`config.mk`:
```
export PLATFORM = sky130hd
export DESIGN_NAME = present_top
export DESIGN_NICKNAME = d
export VERILOG_FILES = /design/src/rtl/present_pkg.sv /design/src/rtl/present_round_if.sv /design/src/rtl/present_ctrl.sv /design/src/rtl/present_key_schedule.sv /design/src/rtl/present_round_unit.sv /design/src/rtl/present_top.sv
export SDC_FILE = /design/constraint.sdc
export NUM_CORES = 1
export LEC_CHECK = 0
export BUFFER_PORTS_ARGS = -buffer_cell sky130_fd_sc_hd__buf_2
export CAP_MARGIN = 20
export CORE_ASPECT_RATIO = 1.1
export CORE_MARGIN = 4
export CORE_UTILIZATION = 55
export DETAILED_ROUTE_END_ITERATION = 12
export GPL_TIMING_DRIVEN = 0
export PLACE_DENSITY = 0.84
export SYNTH_ARGS = -nofsm -noshare
export SYNTH_HDL_FRONTEND = slang
export SYNTH_SLANG_ARGS = --single-unit
```
`constraint.sdc`:
```
create_clock -name clk -period 4.5 [get_ports clk]
set_input_delay 0.45 -clock clk [delete_from_list [all_inputs] [get_ports clk]]
set_output_delay 0.45 -clock clk [all_outputs]
set_load 0.02 [all_outputs]
```
`src/rtl/present_pkg.sv`:
```
// PRESENT-80 shared types, round count, controller states and S-box functions
package present_pkg;

    // Datapath widths
    typedef logic [63:0] block_t;
    typedef logic [79:0] key_t;
    typedef logic [63:0] round_key_t;
    typedef logic [4:0]  round_ctr_t;

    // Round-function rounds before the final key whitening
    localparam int NUM_ROUNDS = 31;

    // Operation sequencing
    typedef enum logic [1:0] {
        IDLE,
        KEY_FWD,
        ROUND,
        FINISH
    } ctrl_state_e;

    // Forward 4-bit substitution
    function automatic logic [3:0] sbox(input logic [3:0] x);
        logic [3:0] y;
        case (x)
            4'h0: y = 4'hC;
            4'h1: y = 4'h5;
            4'h2: y = 4'h6;
            4'h3: y = 4'hB;
            4'h4: y = 4'h9;
            4'h5: y = 4'h0;
            4'h6: y = 4'hA;
            4'h7: y = 4'hD;
            4'h8: y = 4'h3;
            4'h9: y = 4'hE;
            4'hA: y = 4'hF;
            4'hB: y = 4'h8;
            4'hC: y = 4'h4;
            4'hD: y = 4'h7;
            4'hE: y = 4'h1;
            default: y = 4'h2;
        endcase
        return y;
    endfunction

    // Inverse substitution, sbox_inv(sbox(x)) == x
    function automatic logic [3:0] sbox_inv(input logic [3:0] x);
        logic [3:0] y;
        case (x)
            4'h0: y = 4'h5;
            4'h1: y = 4'hE;
            4'h2: y = 4'hF;
            4'h3: y = 4'h8;
            4'h4: y = 4'hC;
            4'h5: y = 4'h1;
            4'h6: y = 4'h2;
            4'h7: y = 4'hD;
            4'h8: y = 4'hB;
            4'h9: y = 4'h4;
            4'hA: y = 4'h6;
            4'hB: y = 4'h3;
            4'hC: y = 4'h0;
            4'hD: y = 4'h7;
            4'hE: y = 4'h9;
            default: y = 4'hA;
        endcase
        return y;
    endfunction

endpackage

```
`src/rtl/present_round_if.sv`:
```
// Round control and round key bundle between controller, key schedule and round unit
interface present_round_if;
    import present_pkg::*;

    logic       load;
    logic       key_step;
    logic       data_step;
    logic       inverse;
    logic       finish;
    round_ctr_t round_ctr;
    round_key_t round_key;

    modport ctrl (
        output load, key_step, data_step, inverse, finish, round_ctr
    );

    // Key schedule returns the round key
    modport keys (
        input  load, key_step, data_step, inverse, finish, round_ctr,
        output round_key
    );

    modport data (
        input load, key_step, data_step, inverse, finish, round_ctr, round_key
    );

endinterface

```
`src/rtl/present_ctrl.sv`:
```
// PRESENT operation FSM and round counter with busy and done signalling
module present_ctrl (
    input  logic           clk,
    input  logic           rst,
    input  logic           start,
    input  logic           enc_dec,
    output logic           busy,
    output logic           done,
    present_round_if.ctrl  rif
);
    import present_pkg::*;

    ctrl_state_e state_q;
    ctrl_state_e state_d;
    round_ctr_t  ctr_q;
    round_ctr_t  ctr_d;
    logic        dec_q;
    logic        done_q;

    // Level controls decoded from state
    assign rif.load      = (state_q == IDLE) && start;
    assign rif.key_step  = (state_q == KEY_FWD) || (state_q == ROUND);
    assign rif.data_step = (state_q == ROUND);
    assign rif.inverse   = dec_q && (state_q == ROUND);
    assign rif.finish    = (state_q == FINISH);
    assign rif.round_ctr = ctr_q;

    assign busy = (state_q != IDLE);
    assign done = done_q;

    always_comb begin
        state_d = state_q;
        ctr_d   = ctr_q;
        case (state_q)
            IDLE: begin
                if (start) begin
                    ctr_d   = round_ctr_t'(1);
                    state_d = enc_dec ? KEY_FWD : ROUND;
                end
            end
            // Decrypt only: walk the key to its last round value
            KEY_FWD: begin
                if (ctr_q == round_ctr_t'(NUM_ROUNDS)) begin
                    state_d = ROUND;
                end else begin
                    ctr_d = ctr_q + round_ctr_t'(1);
                end
            end
            ROUND: begin
                if (dec_q) begin
                    // Counter already sits at 31 here
                    if (ctr_q == round_ctr_t'(1)) begin
                        state_d = FINISH;
                    end else begin
                        ctr_d = ctr_q - round_ctr_t'(1);
                    end
                end else if (ctr_q == round_ctr_t'(NUM_ROUNDS)) begin
                    state_d = FINISH;
                end else begin
                    ctr_d = ctr_q + round_ctr_t'(1);
                end
            end
            default: begin
                state_d = IDLE;
            end
        endcase
    end

    always_ff @(posedge clk) begin
        if (rst) begin
            state_q <= IDLE;
            ctr_q   <= '0;
            dec_q   <= 1'b0;
            done_q  <= 1'b0;
        end else begin
            state_q <= state_d;
            ctr_q   <= ctr_d;
            done_q  <= rif.finish;
            // Direction frozen for the whole operation
            if (rif.load) begin
                dec_q <= enc_dec;
            end
        end
    end

    a_ctrl_onehot: assert property (
        @(posedge clk) disable iff (rst)
        $onehot0({rif.load, rif.key_step && !rif.data_step, rif.finish})
    );

endmodule

```
`src/rtl/present_key_schedule.sv`:
```
// PRESENT-80 key register with forward and inverse key update
module present_key_schedule (
    input  logic              clk,
    input  logic              rst,
    input  present_pkg::key_t key,
    present_round_if.keys     rif
);
    import present_pkg::*;

    key_t key_q;

    // Forward update path
    key_t key_rot;
    key_t key_fwd;

    // Inverse update path
    key_t key_unmix;
    key_t key_inv;

    // Rotate left by 61, substitute top nibble, mix in round counter
    always_comb begin
        key_rot = {key_q[18:0], key_q[79:19]};
        key_fwd = key_rot;
        key_fwd[79:76] = sbox(key_rot[79:76]);
        key_fwd[19:15] = key_rot[19:15] ^ rif.round_ctr;
    end

    // Same steps undone in reverse order
    always_comb begin
        key_unmix = key_q;
        key_unmix[19:15] = key_q[19:15] ^ rif.round_ctr;
        key_unmix[79:76] = sbox_inv(key_q[79:76]);
        // Rotate right by 61
        key_inv = {key_unmix[60:0], key_unmix[79:61]};
    end

    // Key register, loaded at start and stepped once per round
    always_ff @(posedge clk) begin
        if (rif.load) begin
            key_q <= key;
        end else if (rif.key_step) begin
            key_q <= rif.inverse ? key_inv : key_fwd;
        end
    end

    assign rif.round_key = key_q[79:16];

    // Counter value zero would leave the key unmixed and break the inverse walk
    a_step_ctr_nonzero: assert property (
        @(posedge clk) disable iff (rst)
        rif.key_step |-> (rif.round_ctr != '0)
    );

endmodule

```
`src/rtl/present_round_unit.sv`:
```
// PRESENT round datapath with forward and inverse layers, whitening and output register
module present_round_unit (
    input  logic                clk,
    input  logic                rst,
    input  present_pkg::block_t data_in,
    output present_pkg::block_t data_out,
    present_round_if.data       rif
);
    import present_pkg::*;

    block_t state_q;
    block_t state_mix;
    block_t state_fwd;
    block_t state_inv;

    // S-box applied to all sixteen nibbles
    function automatic block_t s_layer(input block_t x);
        block_t y;
        for (int n = 0; n < 16; n++) begin
            y[4*n +: 4] = sbox(x[4*n +: 4]);
        end
        return y;
    endfunction

    function automatic block_t s_layer_inv(input block_t x);
        block_t y;
        for (int n = 0; n < 16; n++) begin
            y[4*n +: 4] = sbox_inv(x[4*n +: 4]);
        end
        return y;
    endfunction

    // Bit i moves to 16*i mod 63, bit 63 stays put
    function automatic block_t p_layer(input block_t x);
        block_t y;
        y[63] = x[63];
        for (int i = 0; i < 63; i++) begin
            y[(i * 16) % 63] = x[i];
        end
        return y;
    endfunction

    function automatic block_t p_layer_inv(input block_t x);
        block_t y;
        y[63] = x[63];
        for (int i = 0; i < 63; i++) begin
            y[i] = x[(i * 16) % 63];
        end
        return y;
    endfunction

    // Add round key, then either direction of the round
    always_comb begin
        state_mix = state_q ^ rif.round_key;
        state_fwd = p_layer(s_layer(state_mix));
        state_inv = s_layer_inv(p_layer_inv(state_mix));
    end

    always_ff @(posedge clk) begin
        if (rif.load) begin
            state_q <= data_in;
        end else if (rif.data_step) begin
            state_q <= rif.inverse ? state_inv : state_fwd;
        end
    end

    // Final whitening, held until the next finish
    always_ff @(posedge clk) begin
        if (rst) begin
            data_out <= '0;
        end else if (rif.finish) begin
            data_out <= state_mix;
        end
    end

    // Whitening must see the state after the last round, not during it
    a_step_finish_excl: assert property (
        @(posedge clk) disable iff (rst)
        !(rif.data_step && rif.finish)
    );

endmodule

```
`src/rtl/present_top.sv`:
```
// PRESENT-80 iterative cipher core top level
module present_top (
    input  logic                clk,
    input  logic                rst,
    input  logic                start,
    input  logic                enc_dec,
    input  present_pkg::key_t   key,
    input  present_pkg::block_t data_in,
    output present_pkg::block_t data_out,
    output logic                busy,
    output logic                done
);

    present_round_if rif ();

    // Sequencing
    present_ctrl u_ctrl (
        .clk     (clk),
        .rst     (rst),
        .start   (start),
        .enc_dec (enc_dec),
        .busy    (busy),
        .done    (done),
        .rif     (rif.ctrl)
    );

    present_key_schedule u_key_schedule (
        .clk (clk),
        .rst (rst),
        .key (key),
        .rif (rif.keys)
    );

    // Block state and result register
    present_round_unit u_round_unit (
        .clk      (clk),
        .rst      (rst),
        .data_in  (data_in),
        .data_out (data_out),
        .rif      (rif.data)
    );

endmodule

```
* Yosys cells after proc, flatten, opt, wreduce, memory -nomap -nowiden
Memory sizes are Yosys's and may differ from the RTL's. A register that Yosys moved wholly into a read port is not among the register bits.
Cells that the tools add are included.
** Storage, ports and cells
- Register bits after elaboration :: 217
- ROM bits :: 2176
- Input bits :: 148
- Word-level logic and storage cells :: 86
- Memories kept :: 34
** Memories
- (no name shown) :: depth 16, width 4, read ports 1, clocked after memory_dff 1, wr ports 0, RTL line present_pkg.sv:48 : case (x)
- (no name shown) :: depth 16, width 4, read ports 1, clocked after memory_dff 1, wr ports 0, RTL line present_pkg.sv:24 : case (x)
- (no name shown) :: depth 16, width 4, read ports 1, clocked after memory_dff 0, wr ports 0, RTL line present_pkg.sv:24
- (no name shown) :: depth 16, width 4, read ports 1, clocked after memory_dff 0, wr ports 0, RTL line present_pkg.sv:24
- (no name shown) :: depth 16, width 4, read ports 1, clocked after memory_dff 0, wr ports 0, RTL line present_pkg.sv:24
- (no name shown) :: depth 16, width 4, read ports 1, clocked after memory_dff 0, wr ports 0, RTL line present_pkg.sv:24
- 28 more memories
** Cells by class
- Add/subtract/negate cells :: 2
- Equality and inequality tests :: 10
- Multiplexer cells :: 20
- Bitwise gates (word level) :: 3
- Reduce and logical (&&, ||, !) cells :: 10
** Operator list (count)
- $mux W80 :: 3
- $mux W64 :: 3
- $xor A64 B64 Y64 :: 1
- $mux W5 :: 4
- $pmux W5 S3 :: 1
- $mux W2 :: 6
- $xor A5 B5 Y5 :: 2
- $mux W4 :: 2
- $ne A3 B3 Y1 const B :: 2
- $pmux W2 S3 :: 1
- $reduce_bool A2 Y1 :: 3
- $add A5 B1 Y5 const B :: 1
- $eq A5 B1 Y1 const B :: 1
- $eq A5 B5 Y1 const B :: 1
- $sub A5 B1 Y5 const B :: 1
- $eq A2 B2 Y1 const B :: 2
- $ne A2 B2 Y1 const B :: 2
- $reduce_and A4 Y1 :: 1
- $ne A3 B1 Y1 const B :: 1
- $reduce_and A3 Y1 :: 1
- $reduce_bool A3 Y1 :: 1
- $eq A2 B1 Y1 const B :: 1
- $logic_and A1 B1 Y1 :: 2
- $logic_not A2 Y1 :: 1
- $logic_or A1 B1 Y1 :: 1

* Depth between registers and ports, before layout
- Depth after elaboration :: 6
- Gate-level depth with buffers :: 12

* By module
Synthesis repeated with hierarchy kept, for this count alone.
** Second synthesis, totals
- Cells, all modules :: 1855
- Area, all modules :: 16896.2 µm²
** Modules (own cells, without submodules)
- present_round_unit :: instances 1, cells each 1243, area each 10682.7 µm², sequential area each 3203.1 µm²
- present_key_schedule :: instances 1, cells each 522, area each 5462.7 µm², sequential area each 2562.5 µm²
- present_ctrl :: instances 1, cells each 90, area each 750.7 µm², sequential area each 180.2 µm²

* Least setup slack after synthesis
OpenSTA, ideal clock, no wires.
- Path type :: reg-to-reg
- Start :: register u_ctrl.state_q[0]
- End :: register u_key_schedule.key_q[0] (enable)
- Library setup time :: 0.796 ns
- Data arrival time :: 3.083 ns
- Required time :: 3.704 ns
- Setup slack :: 0.621 ns
- Cell stages (with the launch flop) :: 8
- Path through :: dfxtp_1 inv_1 ha_1 nand2_1 clkbuf_1 clkbuf_1 clkbuf_1 nand2_1
** Between the ends
- Longest elaborated chain between the ends :: 3
- Elaborated cells on any way between the ends :: 6
- Classes of those cells :: 2 x eq/ne; 4 x reduce/logical
** RTL lines
- start, declared :: RTL line present_ctrl.sv:13 : ctrl_state_e state_q;
- start signal, assigned :: RTL line present_ctrl.sv:76 : state_q <= state_d;
- $eq A2 B1 Y1 (tied with other cells) :: RTL line present_ctrl.sv:22 : assign rif.key_step = (state_q == KEY_FWD) || (state_q == ROUND);
- $logic_or A1 B1 Y1 / $logic_and A1 B1 Y1 (equally long branches) :: RTL line present_ctrl.sv:22, present_ctrl.sv:21
- $reduce_bool A2 Y1 (no source line) *
- end signal, assigned :: RTL line present_key_schedule.sv:40 : key_q <= key;
- end signal, assigned :: RTL line present_key_schedule.sv:42 : key_q <= rif.inverse ? key_inv : key_fwd;
- end, declared :: RTL line present_key_schedule.sv:10 : key_t key_q;
Mark *: on every way between the ends. The rest lies on a longest branch, timed or not.
A chain may end at the register's enable or synchronous reset.

* Final worst setup path
- Start :: register u_ctrl.state_q[0]
- End :: register u_round_unit.state_q[2] (enable)
** Between the ends
- Longest elaborated chain between the ends :: 3
- Elaborated cells on any way between the ends :: 4
- Classes of those cells :: 1 x eq/ne; 3 x reduce/logical
** RTL lines
- $logic_not A2 Y1 :: RTL line present_ctrl.sv:21 : assign rif.load = (state_q == IDLE) && start;
- $logic_and A1 B1 Y1 :: RTL line present_ctrl.sv:21
- $reduce_bool A2 Y1 (no source line) *
- end signal, assigned :: RTL line present_round_unit.sv:61 : state_q <= data_in;
- end signal, assigned :: RTL line present_round_unit.sv:63 : state_q <= rif.inverse ? state_inv : state_fwd;
- end, declared :: RTL line present_round_unit.sv:11 : block_t state_q;
Marked as above.

==> impl_metrics.yaml <==
cts:
  clock-sinks: 225
  root_buffer: "clkbuf_16"
  post_cts_buffers: 0
  clock_path_buffers: 3
  cts-buffers-inserted: 26
  clkTransAtPathRegs_ns: 0.06
  htreeDepth: 1
  cts_tree: "done"
  hold_buffers: 0
  cts.repair.resized: 0
  clk_latency_ns: 0.56
critical_path:
  cp_common_cell: "clkbuf_1"
  path_buf_inv: 4
  cp_max_fo: 64
  critPathKind: "reg2reg"
  setup.worst_path.start: "u_ctrl.state_q[0]$_SDFFE_PP0P_"
  worstPathRequired_ns: 4.56
  critical_path.max_stage_delay_ns: 0.70
  r2r_start: "u_ctrl.state_q[0]$_SDFFE_PP0P_"
  critPathTopFamily: "buffers and inverters"
  crit_arrival_ns: 3.97
  cp_slowest_cell: "nand2_4"
  path_cells: "inv_1, ha_1, nand2_1, clkbuf_1, clkbuf_1, clkbuf_1, nand2_4"
  worstSetupStartpointType: "flip-flop"
  cp-end-kind: "flip-flop"
synth:
  synth_seq_cells: 225
  synth_xor_area_frac: 0.06283
  yosys.area_share.simple: 0.1147
  synth_fp_nets: 2112
  synth-compound-area-share: 0.1846
  synth_cells: 1770
  synth_top_area_frac: 0.2539
  yosys.area_share.adder: 0.1426
  syn_area_sq_um: 17030
  yosys-top-cells-area: "edfxtp_1 25%, ha_1 14%, dfxtp_1 9.5%, mux4_2 6.2%, nand2_1 5.1%"
  synth.distinct_cells: 70
  synth_top_family_by_area: "compound AO/OA/AOI/OAI gates"
  muxShareOfSynthArea: 0.09699
  synth_edf_count: 144
  yosysWarningCount: 0
  yosys_most_used_dff: "edfxtp_1"
  syn_area_per_cell_sq_um: 9.620
  synthArstFlopShare: 0
  yosys.area.top_type: "edfxtp_1"
  ys_seq_area_frac: 0.3492
grt:
  grt_first_pass_wirelength_mm: 94.39
  overflow: 0
  grt_pass1_vias: 15260
  track_usage: 0.3693
  antenna_found_initial: 0
  grt_max_degree: 71
floorplanning:
  dieArea_sq_um: 33840
  core_sq_um: 30510
  fp.dieW_um: 175.8
  die_h_um: 192.5
  rows: 67
  io_pins: 214
  start_util: 0.5580
drt:
  vias: 16390
  drc: 0
  drt-met1-wl_mm: 22.57
  drtAntennaViolNets: 0
  routed.top_layer: "met4"
  vias_per_cell: 6.668
  wl_met3_mm: 9.921
  dr.pass1.iters: 6
  routed_wl_mm: 65.18
  wl_per_cell_um: 26.52
  wl_met2_mm: 27.52
  drt-initial-drc-count: 2959
status:
  status: "completed"
sta:
  fin_crit_ns: 3.908
  finalClockSkew_ns: 0.01820
  holdWs_ns: 0.1679
  slew_violations: 0
  worst_pin_slew_ns: 1.141
  relSlewSlack: 0.2338
  finalCritPeriodShare: 0.8684
  finalSetupViolCount: 0
  hold_violations: 0
  rsz0062_at_grt: "no"
  clock.fmax_mhz: 255.9
final_layout:
  syn2layout_area_growth_pct: 15.72
  final_layout_size_suffix_gt1_frac: 0.1919
  final_cell_area_sq_um: 19710
  nets: 2365
  fin_util: 0.6458
  fillers: 2491
job:
  drv_cap: 0
placed_design:
  port_buffers: 212
  place_area_sq_um: 18710
  gp_congestion: 1.019
  hpwl_mm: 49.32
worst_hold_path:
  min_from: "enc_dec"
  min_path_type: "in2reg"
## layer usage
metal  global-route usage  up-vias
met5                    0        -
met4               0.2232        0
met3              0.09875      314
met2               0.5583     1432
met1               0.4763     7688
li1                     -     6957
## synth_stat cells (all sizes together) (18+ instances only)
library cell  count
nor3             18
nor2            210
mux4             55
a211oi           97
o21ai            59
mux2i            36
inv             112
clkbuf           65
o211ai           26
xor2             29
o31ai            19
a21oi            63
edfxtp          144
ha              194
dfxtp            81
buf              35
xnor2            73
a31oi            77
nand2           231
## worst paths after layout
path / to / slack (ns) / cells past startpoint
max reg2reg: u_round_unit.state_q[2]$_DFFE_PP_ / 0.59 / 7
min: u_ctrl.dec_q$_SDFFE_PP0P_ / 0.17 / 3
min reg2reg: u_round_unit.data_out[11]$_SDFFE_PP0P_ / 0.48 / 2
max: u_round_unit.state_q[2]$_DFFE_PP_ / 0.59 / 7
## state kept, by name, summed over array words and instances (netlist names)
name                    count
u_ctrl.state_q              2
u_round_unit.state_q       64
u_key_schedule.key_fwd      4
u_key_schedule.key_inv      4
u_ctrl.dec_q                1
u_ctrl.done                 1
u_key_schedule.key_q       80
u_ctrl.rif.round_ctr        5
u_round_unit.data_out      64
## cell type report
cell class              count  area [sq um]  share of cell area
diodes                      1         2.502           0.0001270
plain buffers             100         405.4             0.02057
clock buffers              36         800.8             0.04064
clock inverters            12         162.7            0.008255
inverters                 115         431.7             0.02191
multi-input cells        1330         10260              0.5207
flip-flops and latches    225          5946              0.3017
well taps                 414         518.0             0.02629
repair buffers            225          1179             0.05981
## through the flow
stage,std cells,TNS [ns],setup WS (ns)
after global routing,2457,0,0.4113
after floorplan,1770,0,0.6208
after global placement,2396,-134.53,-1.051
after CTS,2453,0,0.6703
after detailed placement,2405,0,0.6916
final,2458,0,0.5921
## kinds of logic after synthesis
logic type	after synthesis
XOR/XNOR	102
multiplexers	93
AO/OA/AOI/OAI	449
adder cells (fa/ha/maj)	194
buffers and inverters	215
flip-flops	225
AND/OR/NAND/NOR	492
## placed cells by master, fill, tap and decap left out, types with 6 or more instances in the layout
master,synthesis,routed
a211o_1,6,6
a211oi_1,97,97
a21o_1,6,6
a21oi_1,62,62
a221o_1,10,10
a221oi_1,6,6
a31oi_1,77,77
buf_1,13,13
buf_2,21,233
buf_4,1,13
clkbuf_1,65,66
clkbuf_16,0,28
clkbuf_8,0,7
dfxtp_1,81,81
edfxtp_1,144,144
ha_1,194,194
inv_1,103,103
inv_2,9,9
mux2i_1,36,36
mux4_1,8,8
mux4_2,47,47
nand2_1,231,229
nand3_1,7,7
nor2_1,210,210
nor3_1,18,18
o211ai_1,26,26
o21ai_0,57,57
o221a_2,10,10
o221ai_1,16,16
o22ai_1,6,6
o311a_1,8,8
o31ai_1,19,19
xnor2_1,58,58
xnor2_2,12,12
xor2_1,25,25
## worst register-to-register path, stage by stage, from the launching register on
cell and delay [ns]:
dfxtp_1 0.40, inv_1 0.10, ha_1 0.29, nand2_1 0.27, clkbuf_1 0.47, clkbuf_1 0.45, clkbuf_1 0.69, nand2_4 0.71
Power is not shown: default switching activity piles up to over one toggle a cycle in this logic, so the estimate is an artifact.
